`src/rv_core_pkg.sv`:
```
/*
  RV32I execution core shared definitions
  Widths, major opcodes, ALU operation codes and the decoded instruction
*/
`default_nettype none

package rv_core_pkg;

  // Datapath width, RV32 only
  localparam int unsigned XLEN = 32;

  // Register index width as encoded in the instruction
  localparam int unsigned REG_ADDR_W = 5;

  // Major opcodes handled by the execution unit
  localparam logic [6:0] OPC_OP     = 7'b0110011;
  localparam logic [6:0] OPC_OP_IMM = 7'b0010011;
  localparam logic [6:0] OPC_LUI    = 7'b0110111;

  // ALU operation select
  typedef enum logic [3:0] {
    ALU_ADD,
    ALU_SUB,
    ALU_AND,
    ALU_OR,
    ALU_XOR,
    ALU_SLL,
    ALU_SRL,
    ALU_SRA,
    ALU_SLT,
    ALU_SLTU,
    // Operand B straight through, used by LUI
    ALU_PASSB
  } alu_op_e;

  // Decoded instruction as seen by register file, ALU and writeback
  typedef struct packed {
    logic [REG_ADDR_W-1:0] rs1;
    logic [REG_ADDR_W-1:0] rs2;
    logic [REG_ADDR_W-1:0] rd;
    // Sign-extended I-type or upper U-type immediate
    logic [XLEN-1:0]       imm;
    alu_op_e               alu_op;
    // Operand B from the immediate instead of rs2
    logic                  use_imm;
    logic                  writes_rd;
  } dec_instr_t;

endpackage

`default_nettype wire

```
`src/rv_dec_if.sv`:
```
/*
  Decoded instruction bundle
  Carries valid, decoded fields and the illegal flag from the decoder
*/
`timescale 1ns/1ps
`default_nettype none

interface rv_dec_if;
  import rv_core_pkg::*;

  // High for one cycle per legal instruction
  logic       valid;
  dec_instr_t instr;
  // High for one cycle per rejected instruction
  logic       illegal;

  // Decoder side
  modport dec (
    output valid,
    output instr,
    output illegal
  );

  // Execute side: ALU, writeback and top level
  modport exe (
    input valid,
    input instr,
    input illegal
  );

endinterface

`default_nettype wire

```
`src/rv_regfile_fpga.sv`:
```
/*
  Integer register file for RAM inference
  Two asynchronous read ports, one synchronous write port, x0 reads zero
*/
`timescale 1ns/1ps
`default_nettype none

module rv_regfile_fpga #(
  parameter bit                              RV32E       = 1'b0,
  parameter logic [rv_core_pkg::XLEN-1:0]    WordZeroVal = '0
) (
  input  logic                               clk_i,
  input  logic [rv_core_pkg::REG_ADDR_W-1:0] raddr_a_i,
  input  logic [rv_core_pkg::REG_ADDR_W-1:0] raddr_b_i,
  output logic [rv_core_pkg::XLEN-1:0]       rdata_a_o,
  output logic [rv_core_pkg::XLEN-1:0]       rdata_b_o,
  input  logic [rv_core_pkg::REG_ADDR_W-1:0] waddr_i,
  input  logic [rv_core_pkg::XLEN-1:0]       wdata_i,
  input  logic                               we_i
);
  import rv_core_pkg::*;

  // 16 entries for RV32E, 32 otherwise
  localparam int unsigned AddrW    = RV32E ? 4 : 5;
  localparam int unsigned NumWords = 2 ** AddrW;

  logic [XLEN-1:0] mem [NumWords];
  // Write strobe with x0 masked out
  logic            we;

  // Combinational reads, index zero is hardwired
  assign rdata_a_o = (raddr_a_i == '0) ? '0 : mem[raddr_a_i[AddrW-1:0]];
  assign rdata_b_o = (raddr_b_i == '0) ? '0 : mem[raddr_b_i[AddrW-1:0]];

  assign we = we_i && (waddr_i != '0);

  always @(posedge clk_i) begin
    if (we) begin
      mem[waddr_i[AddrW-1:0]] <= wdata_i;
    end
  end

  // Power-up contents for the inferred RAM
  initial begin
    for (int k = 0; k < NumWords; k++) begin
      mem[k] = WordZeroVal;
    end
  end

  // Decoder must have rejected upper indices before they reach the write port
  a_rv32e_waddr: assert property (@(posedge clk_i) we_i |-> !(RV32E && waddr_i[4]))
    else $error("RV32E write to register index %0d", waddr_i);

endmodule

`default_nettype wire

```
`src/rv_decoder.sv`:
```
/*
  RV32I instruction decoder
  OP, OP-IMM and LUI into indices, immediate, ALU op and legality
*/
`timescale 1ns/1ps
`default_nettype none

module rv_decoder #(
  parameter bit RV32E = 1'b0
) (
  input  logic                         instr_valid_i,
  input  logic [rv_core_pkg::XLEN-1:0] instr_i,
  rv_dec_if.dec                        dec_o
);
  import rv_core_pkg::*;

  // funct7 encodings
  localparam logic [6:0] F7_BASE = 7'b0000000;
  localparam logic [6:0] F7_ALT  = 7'b0100000;

  logic [6:0]            opcode;
  logic [2:0]            funct3;
  logic [6:0]            funct7;
  logic [REG_ADDR_W-1:0] rs1_idx;
  logic [REG_ADDR_W-1:0] rs2_idx;
  logic [REG_ADDR_W-1:0] rd_idx;
  logic                  uses_rs1;
  logic                  uses_rs2;
  logic                  bad_enc;
  logic                  bad_idx;
  logic                  illegal;
  dec_instr_t            instr_d;

  // Fixed instruction fields
  assign opcode  = instr_i[6:0];
  assign rd_idx  = instr_i[11:7];
  assign funct3  = instr_i[14:12];
  assign rs1_idx = instr_i[19:15];
  assign rs2_idx = instr_i[24:20];
  assign funct7  = instr_i[31:25];

  always_comb begin
    instr_d           = '0;
    instr_d.rd        = rd_idx;
    instr_d.alu_op    = ALU_ADD;
    instr_d.writes_rd = 1'b1;
    uses_rs1          = 1'b0;
    uses_rs2          = 1'b0;
    bad_enc           = 1'b0;
    case (opcode)
      OPC_OP: begin
        uses_rs1 = 1'b1;
        uses_rs2 = 1'b1;
        // Only SUB and SRA take the alternate funct7
        if (funct7 == F7_ALT) begin
          bad_enc = (funct3 != 3'b000) && (funct3 != 3'b101);
        end else begin
          bad_enc = (funct7 != F7_BASE);
        end
      end
      OPC_OP_IMM: begin
        uses_rs1        = 1'b1;
        instr_d.use_imm = 1'b1;
        instr_d.imm     = {{20{instr_i[31]}}, instr_i[31:20]};
        // Shift immediates reuse funct7 as a mode field
        if (funct3 == 3'b001) bad_enc = (funct7 != F7_BASE);
        if (funct3 == 3'b101) bad_enc = (funct7 != F7_BASE) && (funct7 != F7_ALT);
      end
      OPC_LUI: begin
        instr_d.use_imm = 1'b1;
        instr_d.imm     = {instr_i[31:12], 12'b0};
      end
      default: bad_enc = 1'b1;
    endcase

    // Operation from funct3, alternate funct7 picks SUB or SRA
    case (funct3)
      3'b000:  instr_d.alu_op = (uses_rs2 && funct7 == F7_ALT) ? ALU_SUB : ALU_ADD;
      3'b001:  instr_d.alu_op = ALU_SLL;
      3'b010:  instr_d.alu_op = ALU_SLT;
      3'b011:  instr_d.alu_op = ALU_SLTU;
      3'b100:  instr_d.alu_op = ALU_XOR;
      3'b101:  instr_d.alu_op = (funct7 == F7_ALT) ? ALU_SRA : ALU_SRL;
      3'b110:  instr_d.alu_op = ALU_OR;
      default: instr_d.alu_op = ALU_AND;
    endcase
    if (opcode == OPC_LUI) instr_d.alu_op = ALU_PASSB;

    // Unused source indices read x0 so they never hit the bypass
    instr_d.rs1 = uses_rs1 ? rs1_idx : '0;
    instr_d.rs2 = uses_rs2 ? rs2_idx : '0;

    // RV32E has only x0..x15
    bad_idx = RV32E && (instr_d.rd[4] || instr_d.rs1[4] || instr_d.rs2[4]);
    illegal = bad_enc || bad_idx;
    instr_d.writes_rd = !illegal;
  end

  assign dec_o.instr   = instr_d;
  assign dec_o.valid   = instr_valid_i && !illegal;
  assign dec_o.illegal = instr_valid_i && illegal;

  // A strobed instruction word must be fully known
  always_comb begin
    a_known_instr: assert (!(instr_valid_i === 1'b1 && $isunknown(instr_i)))
      else $error("Decoder received an instruction word with unknown bits");
  end

endmodule

`default_nettype wire

```
`src/rv_alu.sv`:
```
/*
  RV32I integer ALU
  Add, subtract, logic, shifts, set-less-than and operand B pass-through
*/
`timescale 1ns/1ps
`default_nettype none

module rv_alu (
  input  logic [rv_core_pkg::XLEN-1:0] operand_a_i,
  input  logic [rv_core_pkg::XLEN-1:0] operand_b_i,
  input  rv_core_pkg::alu_op_e         alu_op_i,
  output logic [rv_core_pkg::XLEN-1:0] result_o
);
  import rv_core_pkg::*;

  // Shift amount is the low five bits of B, immediate or register
  logic [4:0] shamt;
  logic       lt_signed;
  logic       lt_unsigned;

  assign shamt       = operand_b_i[4:0];
  assign lt_signed   = $signed(operand_a_i) < $signed(operand_b_i);
  assign lt_unsigned = operand_a_i < operand_b_i;

  always_comb begin
    case (alu_op_i)
      ALU_ADD:   result_o = operand_a_i + operand_b_i;
      ALU_SUB:   result_o = operand_a_i - operand_b_i;
      ALU_AND:   result_o = operand_a_i & operand_b_i;
      ALU_OR:    result_o = operand_a_i | operand_b_i;
      ALU_XOR:   result_o = operand_a_i ^ operand_b_i;
      ALU_SLL:   result_o = operand_a_i << shamt;
      ALU_SRL:   result_o = operand_a_i >> shamt;
      // Arithmetic shift keeps the sign bit
      ALU_SRA:   result_o = $unsigned($signed(operand_a_i) >>> shamt);
      // Compare results are zero-extended flags
      ALU_SLT:   result_o = {{(XLEN-1){1'b0}}, lt_signed};
      ALU_SLTU:  result_o = {{(XLEN-1){1'b0}}, lt_unsigned};
      // LUI, immediate already shifted by the decoder
      ALU_PASSB: result_o = operand_b_i;
      default:   result_o = '0;
    endcase
  end

endmodule

`default_nettype wire

```
`src/rv_writeback.sv`:
```
/*
  Writeback stage and operand bypass
  Holds each result one cycle, writes the register file, forwards to the next
*/
`timescale 1ns/1ps
`default_nettype none

module rv_writeback (
  input  logic                               clk_i,
  input  logic                               reset_i,
  rv_dec_if.exe                              dec_i,
  input  logic [rv_core_pkg::XLEN-1:0]       rdata_a_i,
  input  logic [rv_core_pkg::XLEN-1:0]       rdata_b_i,
  input  logic [rv_core_pkg::XLEN-1:0]       result_i,
  output logic [rv_core_pkg::XLEN-1:0]       operand_a_o,
  output logic [rv_core_pkg::XLEN-1:0]       operand_b_o,
  output logic                               rf_we_o,
  output logic [rv_core_pkg::REG_ADDR_W-1:0] rf_waddr_o,
  output logic [rv_core_pkg::XLEN-1:0]       rf_wdata_o,
  output logic                               wb_valid_o,
  output logic                               illegal_o
);
  import rv_core_pkg::*;

  logic                  pend_valid_q;
  logic                  illegal_q;
  logic [REG_ADDR_W-1:0] pend_rd_q;
  logic [XLEN-1:0]       pend_data_q;
  logic                  hit_a;
  logic                  hit_b;

  // Pending result matches a source, x0 is excluded through rf_we_o
  assign hit_a = rf_we_o && (pend_rd_q == dec_i.instr.rs1);
  assign hit_b = rf_we_o && (pend_rd_q == dec_i.instr.rs2);

  assign operand_a_o = hit_a ? pend_data_q : rdata_a_i;
  assign operand_b_o = dec_i.instr.use_imm ? dec_i.instr.imm :
                       hit_b               ? pend_data_q     : rdata_b_i;

  // Control flops
  always_ff @(posedge clk_i) begin
    if (reset_i) begin
      pend_valid_q <= 1'b0;
      illegal_q    <= 1'b0;
    end else begin
      pend_valid_q <= dec_i.valid && dec_i.instr.writes_rd;
      illegal_q    <= dec_i.illegal;
    end
  end

  // Payload, a write to x0 reports zero
  always_ff @(posedge clk_i) begin
    pend_rd_q   <= dec_i.instr.rd;
    pend_data_q <= (dec_i.instr.rd == '0) ? '0 : result_i;
  end

  assign rf_we_o    = pend_valid_q && (pend_rd_q != '0);
  assign rf_waddr_o = pend_rd_q;
  assign rf_wdata_o = pend_data_q;
  assign wb_valid_o = pend_valid_q;
  assign illegal_o  = illegal_q;

  // An instruction is either written back or rejected, never both
  a_wb_or_illegal: assert property (@(posedge clk_i) disable iff (reset_i)
    !(pend_valid_q && illegal_q))
    else $error("Writeback valid and illegal flag raised together");

endmodule

`default_nettype wire

```
`src/rv_exec_top.sv`:
```
/*
  RV32I execution subsystem top
  Decoder, register file, ALU and writeback with one-cycle result latency
*/
`timescale 1ns/1ps
`default_nettype none

module rv_exec_top #(
  parameter bit                              RV32E       = 1'b0,
  parameter logic [rv_core_pkg::XLEN-1:0]    WordZeroVal = '0
) (
  input  logic                               clk_i,
  input  logic                               reset_i,
  input  logic                               instr_valid_i,
  input  logic [rv_core_pkg::XLEN-1:0]       instr_i,
  output logic                               wb_valid_o,
  output logic [rv_core_pkg::REG_ADDR_W-1:0] wb_rd_o,
  output logic [rv_core_pkg::XLEN-1:0]       wb_data_o,
  output logic                               illegal_o
);
  import rv_core_pkg::*;

  logic [XLEN-1:0]       rdata_a;
  logic [XLEN-1:0]       rdata_b;
  logic [XLEN-1:0]       operand_a;
  logic [XLEN-1:0]       operand_b;
  logic [XLEN-1:0]       alu_result;
  logic                  rf_we;
  logic [REG_ADDR_W-1:0] rf_waddr;
  logic [XLEN-1:0]       rf_wdata;

  rv_dec_if dec_if ();

  rv_decoder #(.RV32E(RV32E)) u_decoder (
    .instr_valid_i (instr_valid_i),
    .instr_i       (instr_i),
    .dec_o         (dec_if)
  );

  rv_regfile_fpga #(.RV32E(RV32E), .WordZeroVal(WordZeroVal)) u_regfile (
    .clk_i     (clk_i),
    .raddr_a_i (dec_if.instr.rs1),
    .raddr_b_i (dec_if.instr.rs2),
    .rdata_a_o (rdata_a),
    .rdata_b_o (rdata_b),
    .waddr_i   (rf_waddr),
    .wdata_i   (rf_wdata),
    .we_i      (rf_we)
  );

  rv_alu u_alu (
    .operand_a_i (operand_a),
    .operand_b_i (operand_b),
    .alu_op_i    (dec_if.instr.alu_op),
    .result_o    (alu_result)
  );

  rv_writeback u_writeback (
    .clk_i       (clk_i),
    .reset_i     (reset_i),
    .dec_i       (dec_if),
    .rdata_a_i   (rdata_a),
    .rdata_b_i   (rdata_b),
    .result_i    (alu_result),
    .operand_a_o (operand_a),
    .operand_b_o (operand_b),
    .rf_we_o     (rf_we),
    .rf_waddr_o  (rf_waddr),
    .rf_wdata_o  (rf_wdata),
    .wb_valid_o  (wb_valid_o),
    .illegal_o   (illegal_o)
  );

  // Result reported in the cycle it waits for the register file
  assign wb_rd_o   = rf_waddr;
  assign wb_data_o = rf_wdata;

endmodule

`default_nettype wire

```
`config.mk`:
```
export PLATFORM = sky130hd
export DESIGN_NAME = rv_exec_top
export DESIGN_NICKNAME = d
export VERILOG_FILES = /design/src/rv_core_pkg.sv /design/src/rv_dec_if.sv /design/src/rv_regfile_fpga.sv /design/src/rv_decoder.sv /design/src/rv_alu.sv /design/src/rv_writeback.sv /design/src/rv_exec_top.sv
export SDC_FILE = /design/constraint.sdc
export NUM_CORES = 2
export LEC_CHECK = 0
export ABC_AREA = 1
export BUFFER_PORTS_ARGS = -buffer_cell sky130_fd_sc_hd__buf_4
export CAP_MARGIN = 20
export CELL_PAD_IN_SITES_DETAIL_PLACEMENT = 1
export CELL_PAD_IN_SITES_GLOBAL_PLACEMENT = 1
export CORE_MARGIN = 3
export CORE_UTILIZATION = 44
export CTS_CLUSTER_SIZE = 24
export DETAILED_ROUTE_END_ITERATION = 10
export PLACE_DENSITY_LB_ADDON = 0.1
export SLEW_MARGIN = 20
export SYNTH_ARGS = -nofsm -noshare
export SYNTH_HDL_FRONTEND = slang
export SYNTH_SLANG_ARGS = --single-unit
```
`constraint.sdc`:
```
create_clock -name clk_i -period 5.31 [get_ports clk_i]
set_input_delay 1.062 -clock clk_i [delete_from_list [all_inputs] [get_ports clk_i]]
set_output_delay 1.062 -clock clk_i [all_outputs]
set_load 0.03 [all_outputs]
```
# After elaboration in Yosys (flattened, before gate mapping)
# Memories as Yosys holds them, arrays and structs flattened.
# Cells that the tools add are included.
[word_totals]
register_bits = 39
ram_bits = 1024
out_inout_bits = 39
n_memories = 1
[classes]
addsub = 2
order_cmp = 2
n_eq_ne = 24
shift = 3
mux = 22
n_bitwise = 3
reduce_logical = 21
[memory_table]
columns = ["name", "depth", "width", "rd", "rd_clocked_by_memory_dff", "wr", "line_no", "rtl"]
rows = [
  ["u_regfile.mem", 32, 32, 2, 0, 1, "rv_regfile_fpga.sv:27", "logic [XLEN-1:0] mem [NumWords];"],
]
[op_table]
columns = ["operator", "n"]
rows = [
  ["32-bit case mux with 11 select lines", 1],
  ["32-bit two-way mux", 5],
  ["32-bit less-than comparator", 2],
  ["32-bit case mux with 2 select lines", 1],
  ["32-bit adder", 1],
  ["32-bit bitwise AND", 1],
  ["32-bit bitwise OR", 1],
  ["32-bit by 5-bit left shift with 32-bit output", 1],
  ["32-bit by 5-bit right shift with 32-bit output", 1],
  ["32-bit by 5-bit >>> shifter with 32-bit output", 1],
  ["32-bit subtractor", 1],
  ["32-bit bitwise XOR", 1],
  ["4-bit case mux with 7 select lines", 1],
  ["7-bit by 6-bit equality test with 1-bit output (second input constant)", 3],
  ["4-bit by 3-bit equality test with 1-bit output (second input constant)", 4],
  ["5-bit zero test", 3],
  ["4-bit equality test (second input constant)", 3],
  ["5-bit equality test", 2],
  ["1-bit logical AND", 10],
  ["1-bit two-way mux", 10],
  ["5-bit two-way mux", 2],
  ["3-bit equality test (second input constant)", 3],
  ["4-bit by 2-bit equality test with 1-bit output (second input constant)", 2],
  ["7-bit by 5-bit equality test with 1-bit output (second input constant)", 1],
  ["other kinds (14)", 16],
]

# Depth between registers and ports, before layout
[logic_depth]
ltp_word = 9
mapped_depth = 42
depth_no_buf = 39

# Hierarchy
# From an unflattened synthesis, not the netlist that was laid out.
[hier_totals]
hier_cells = 8762
area_unflattened_um2 = 65875.7
[modules_own_cells]
columns = ["module", "instances", "cells_per_inst", "area_per_inst_um2", "seq_area_each_um2"]
rows = [
  ["rv_regfile_fpga", 1, 5975, 52110.0, 30749.5],
  ["rv_alu", 1, 2150, 10366.2, 0.0],
  ["rv_writeback", 1, 507, 2748.9, 780.7],
  ["rv_decoder", 1, 130, 650.6, 0.0],
]

# Worst setup path before layout
# OpenSTA, ideal clock, no wires.
[synth_timing]
path_type = "input to register"
from = "input port instr_i[1] (netlist name)"
to = "register u_writeback.pend_data_q[30], in the netlist u_writeback.rf_wdata_o[30]"
setup_time_ps = 132
arrival_ps = 5592
setup_slack_ps = -414
stages = 35
path_buffers = 8
cell_sequence = "nand2_1 nor2_4 buf_6 nand3_4 buf_2 buf_4 buf_6 buf_6 buf_2 buf_2 o211ai_1 nand3_1 o311ai_0 nand3_1 nand2_1 nand3_1 a221oi_1 ha_1 clkbuf_1 a21oi_1 o21a_1 o21ai_0 a21oi_1 inv_1 nand3_1 nand2_1 nand2_1 nand2_1 a21boi_0 o21ai_0 or2_2 nand3_1 nand3b_1 a21oi_1 a21oi_1"
[synth_via]
elab_chain_cells = 9
[synth_lines]
columns = ["element", "line_no", "rtl"]
rows = [
  ["start: declaration", "rv_exec_top.sv:15", "input logic [rv_core_pkg::XLEN-1:0] instr_i,"],
  ["7-bit by 6-bit equality test with 1-bit output / 7-bit by 5-bit equality test with 1-bit output (equally long branches)", "rv_decoder.sv:50", "case (opcode)"],
  ["2-bit OR reduction (no source line) / 1-bit two-way mux (equally long branches)", "-", ""],
  ["1-bit two-way mux / 5-bit two-way mux (equally long branches)", "rv_decoder.sv:50, rv_decoder.sv:91", ""],
  ["5-bit two-way mux (tied with other cells)", "rv_decoder.sv:90", "instr_d.rs1 = uses_rs1 ? rs1_idx : '0;"],
  ["memory 32 x 32 bit (tied with other cells)", "-", ""],
  ["32-bit two-way mux (tied with other cells)", "rv_regfile_fpga.sv:32", "assign rdata_a_o = (raddr_a_i == '0) ? '0 : mem[raddr_a_i[AddrW-1:0]];"],
  ["32-bit two-way mux, on equally long branches", "rv_writeback.sv:36, rv_writeback.sv:37", ""],
  ["32-bit subtractor (tied with other cells)", "rv_alu.sv:28", "ALU_SUB: result_o = operand_a_i - operand_b_i;"],
  ["32-bit case mux with 11 select lines (*)", "rv_alu.sv:26", "case (alu_op_i)"],
  ["end signal: assignment", "rv_writeback.sv:54", "pend_data_q <= (dec_i.instr.rd == '0) ? '0 : result_i;"],
  ["end: declaration", "rv_writeback.sv:28", "logic [XLEN-1:0] pend_data_q;"],
]
# Mark *: on every way between the ends. The rest lies on a longest branch, timed or not.
# A chain may end at the register's enable or synchronous reset.

# Worst setup path in the final report
[layout_timing]
from = "input port instr_i[1] (netlist name)"
to = "register u_writeback.pend_data_q[25], in the netlist u_writeback.rf_wdata_o[25]"
# The elaborated chain is that of the path after synthesis.

==> results.md <==
- The synthesis-to-layout area growth is 26.4%.
- During synthesis, Yosys emitted a total of 0 warnings.
- The count of standard-cell rows is 137.
- In the synthesized netlist, the number of instances is 7,489.
- For flop-to-flop paths, the worst setup slack is 320 ps.
- Counting tap cells, the placed design contains a total of 9,945 instances.
- The post-synthesis register bit count is 1,063.
- The routed wire length is 310,000 um.
- After the last flow step, the layout net total stands at 8,431.
- The slew at the pin closest to its max-slew limit is 1110 ps.
- The first global-routing pass estimated 441,000 um of wire.
- The routed design could run at a clock period as short as 5410 ps.
- The final number of setup-violating endpoints is 3.
- The number of global-route vias before repair is 65.9k.
- The number of remaining DRC errors is 0.
- The source of the critical timing path is instr_i[1].
- The post-route fraction of the period consumed by the critical path is 102%.
- In this run the vertical extent of the chip is 382 um.
- The count of nets left with antenna violations once routing finished came out at 0.
- The total CTS buffers is 118.
- The slowest stage cell on the critical path is sky130_fd_sc_hd__or3_4.
- The endpoint of the most critical register-to-register path is u_writeback.rf_wdata_o[25].
- The clock skew is 66.2 ps.
- The async set or reset register ratio after synthesis is 0%.
- The total length of routed met3 wires is 31,700 um.
- Leaving out fill and tap cells, the most frequent cells in the layout are 2,641 x sky130_fd_sc_hd__nand2_1, 1,302 x sky130_fd_sc_hd__nand3_1, 1,024 x sky130_fd_sc_hd__buf_4, 1,024 x sky130_fd_sc_hd__edfxtp_1, 314 x sky130_fd_sc_hd__inv_1.
- Once routing completed, OpenROAD measured the worst setup slack at -101 ps.
- The fraction of the yosys area taken by sequential cells is 50.7%.
- After detailed routing, the average wire length per cell comes to 30.2 um.
- The cell area power density is 247 nW/um^2.
- Along the worst path, the maximum fanout reaches 8.
- Among all flip-flop cells after synthesis, the most frequent one is sky130_fd_sc_hd__edfxtp_1.
- TritonCTS built the clock tree.
- Clock tree synthesis selected as its root buffer the cell sky130_fd_sc_hd__clkbuf_16.
- After layout, the design draws a total of 19.4 mW.
- The worst-case vdd ir drop is 0.291 mV.
- Detailed placement finished with a half-perimeter wire length of 201,000 um.
- In the final routing, the length of wire on met1 measures 117,000 um.
- For hold timing, the worst endpoint is u_writeback.rf_waddr_o[2].
- The non-filler instance count after layout is 10.3k.
- The insertion delay to the later sink of the worst-skew pair is 800 ps.
- The number of vias per cell is 6.39.
- Synthesis instantiated 65 different standard cells from the library.
- The largest stage delay on the critical path is 390 ps.
- The die covers 146,000 sq um.
- The chip width is 382 um.
- Global routing used 40.6% of the available tracks.
- The filler cells instantiated in the layout total 16.3k.
- The routability congestion estimate from global placement is 0.982.
- The final reports fail on negative setup slack.
- The clock transition at the register clock pins on the worst setup and hold paths after CTS is 60 ps.
- The CTS H-tree depth is 3.
- The largest net degree at the start of global routing is 101.
- The number of antenna violations at the first check in global routing is 9.
- The hold violation count in the final report is 0.
- The share of layout cells above drive strength 1 is 21.0%.
- The highest metal layer carrying signal wires in the routed design is met5.
- The number of port buffers is 73.
- In this run the critical register-to-register path is launched from u_writeback.rf_waddr_o[4].
- The total area inside the core boundary comes to 140,000 sq um.
- The buffers plus inverters on the worst setup path is 9.
- The post-placement worst setup slack is -1390 ps.
- The kind of cell adding the most delay to the critical path is simple AND/OR/NAND/NOR gates.
- The run finished, with violations left.
- The initial utilization of the core area, before any placement, comes to 44.4%.
- The first TritonRoute pass finished after 6 iterations.
- In the detailed route, the total length drawn on met2 is 139,000 um.
- The most common cell after layout, fill and taps aside is sky130_fd_sc_hd__nand2_1.
- The mean cell area of the mapped netlist is 8.31 sq um.
- The worst-case reg-to-reg path depth is 32.
- The max-slew violation count is 0.
- Setup repair after global routing could not meet its margin everywhere.
- The leakage component of the power is 32.8 nW.
- The clock passes through at most 3 buffers.
- The cell area that synthesis handed to floorplanning was 62,200 sq um.
- Yosys mapped a number of flops with a built-in enable equal to 1,024.
- The worst path required time is 5960 ps.
- The worst-case headroom to the max-slew limit is 25.9%.
- The remaining global-route overflow is 0.
- The worst setup path is captured at a flip-flop.
- The detailed router's first-iteration violation count is 7,986.
- Along the worst hold path, the cell count comes to 1.
- Ranked by total cell area, the synthesized netlist is headed by sky130_fd_sc_hd__edfxtp_1 49%, sky130_fd_sc_hd__nand2_1 16%, sky130_fd_sc_hd__nand3_1 11%, sky130_fd_sc_hd__a21oi_1 2.3%, sky130_fd_sc_hd__ha_1 2.1%.
- The setup path with the least slack is of type input pin to flip-flop.
- The synthesized design devotes to its leading area cell type 49.4% of total area.
- The kind of start point of the critical path is an input pin.
- The I/O pin count is 74.
- Summing over every cut layer, the via total after detailed routing is 65.6k.
- In this run the most critical hold path is launched from instr_i[9].
- By instance count, the cell type seen most on the critical path is sky130_fd_sc_hd__nand2_2.
- The number of maximum-capacitance constraint violations is 0.
- The library cell with the largest summed area after synthesis is sky130_fd_sc_hd__edfxtp_1.
- The clock sink count is 1,063.
- Static timing analysis puts the maximum clock frequency at 185 MHz.
- At the worst endpoint, the arrival time is 6070 ps.
- The path class of the lowest-slack min-delay path is input pin to flip-flop.
[worst register-to-register path, delay by kind of cell, from the launching register on]
kind | cells | cell delay [ps]
buffers and inverters | 7 | 1250
adders and majority gates | 1 | 270
and+or+nand+nor | 14 | 1530
DFF | 1 | 310
AOI/OAI and AO/OA | 10 | 1540
[sequential cells by signal, summed over array words and instances, names as in the netlist]
register                flops
u_writeback.rf_waddr_o      5
u_writeback.wb_valid_o      1
u_writeback.rf_wdata_o     32
u_regfile.mem            1024
u_writeback.illegal_o       1
[cells in the mapped netlist (102+ instances only)]
library cell               instances
sky130_fd_sc_hd__a21oi_1         289
sky130_fd_sc_hd__a221oi_1        115
sky130_fd_sc_hd__a32o_1          107
sky130_fd_sc_hd__buf_2           244
sky130_fd_sc_hd__clkbuf_1        205
sky130_fd_sc_hd__edfxtp_1       1024
sky130_fd_sc_hd__ha_1            102
sky130_fd_sc_hd__inv_1           334
sky130_fd_sc_hd__nand2_1        2693
sky130_fd_sc_hd__nand3_1        1350
sky130_fd_sc_hd__nor2_1          230
sky130_fd_sc_hd__o21ai_0         113
[metrics by stage]
step	cell area [sq um]	setup TNS [ps]	utilization, %	hold WS [ps]
3_5_place_dp	71800	-27220	51.3	751
6_report	78700	-120	56.2	435
3_3_place_gp	71800	-24870	51.3	737
5_1_grt	78700	-989	56.2	407
2_1_floorplan	62500	-165	-	895
4_1_cts	76600	-25.5	54.7	414
[power breakdown]
group	internal, mW	leakage [nW]	switching (mW)
logic	0.607	20.2	1.29
clock network	4.47	1.81	3.66
registers	9.34	10.8	0.0325
total	14.4	32.8	4.98
[logic make-up (layout without fill, tap and decap cells)]
kind of cell	count (synthesis)	count (layout)	synth area share (%)
AO/OA/AOI/OAI	922	922	10.2
XOR/XNOR	13	13	0.183
adder cells (fa/ha/maj)	104	104	2.12
buffers and inverters	922	1786	6.31
flip-flops	1063	1063	50.7
other	1	37	0.00603
AND/OR/NAND/NOR	4464	4464	30.6
[final cells by class]
type | count | area (sq um) | share of cell area [%]
well taps | 1876 | 2350 | 2.98
clock inverters | 71 | 647 | 0.822
clock buffers | 141 | 3050 | 3.88
repair buffers | 1193 | 10800 | 13.7
diodes | 5 | 12.5 | 0.0159
inverters | 381 | 1470 | 1.87
flip-flops and latches | 1063 | 31500 | 40.1
multi-input cells | 5535 | 28900 | 36.7
[repair_timing]
item	4_1_cts	5_1_grt
setup endpoints to repair	21	25
setup buffers	36	57
gates cloned	7	9
hold buffers	0	0
pin swaps	44	152
gates resized for setup	132	359
[layer usage]
layer / up-vias / global-route usage [%]
met5: - / 0
met4: 8 / 24.4
met3: 1094 / 7.82
met2: 4096 / 63.5
met1: 32628 / 52.3
li1: 27746 / -
[worst max path at each step]
stage / slack [ps] / cells past startpoint / end
3_3_place_gp: -1260 / 35 / u_writeback.rf_wdata_o[25]
6_report: -100 / 36 / u_writeback.rf_wdata_o[25]
3_5_place_dp: -1390 / 28 / u_writeback.rf_wdata_o[22]
2_1_floorplan: -80 / 39 / u_writeback.rf_wdata_o[25]
4_1_cts: -30 / 39 / u_writeback.rf_wdata_o[25]
5_1_grt: -160 / 36 / u_writeback.rf_wdata_o[25]
Power figures use the tool's default switching activity.
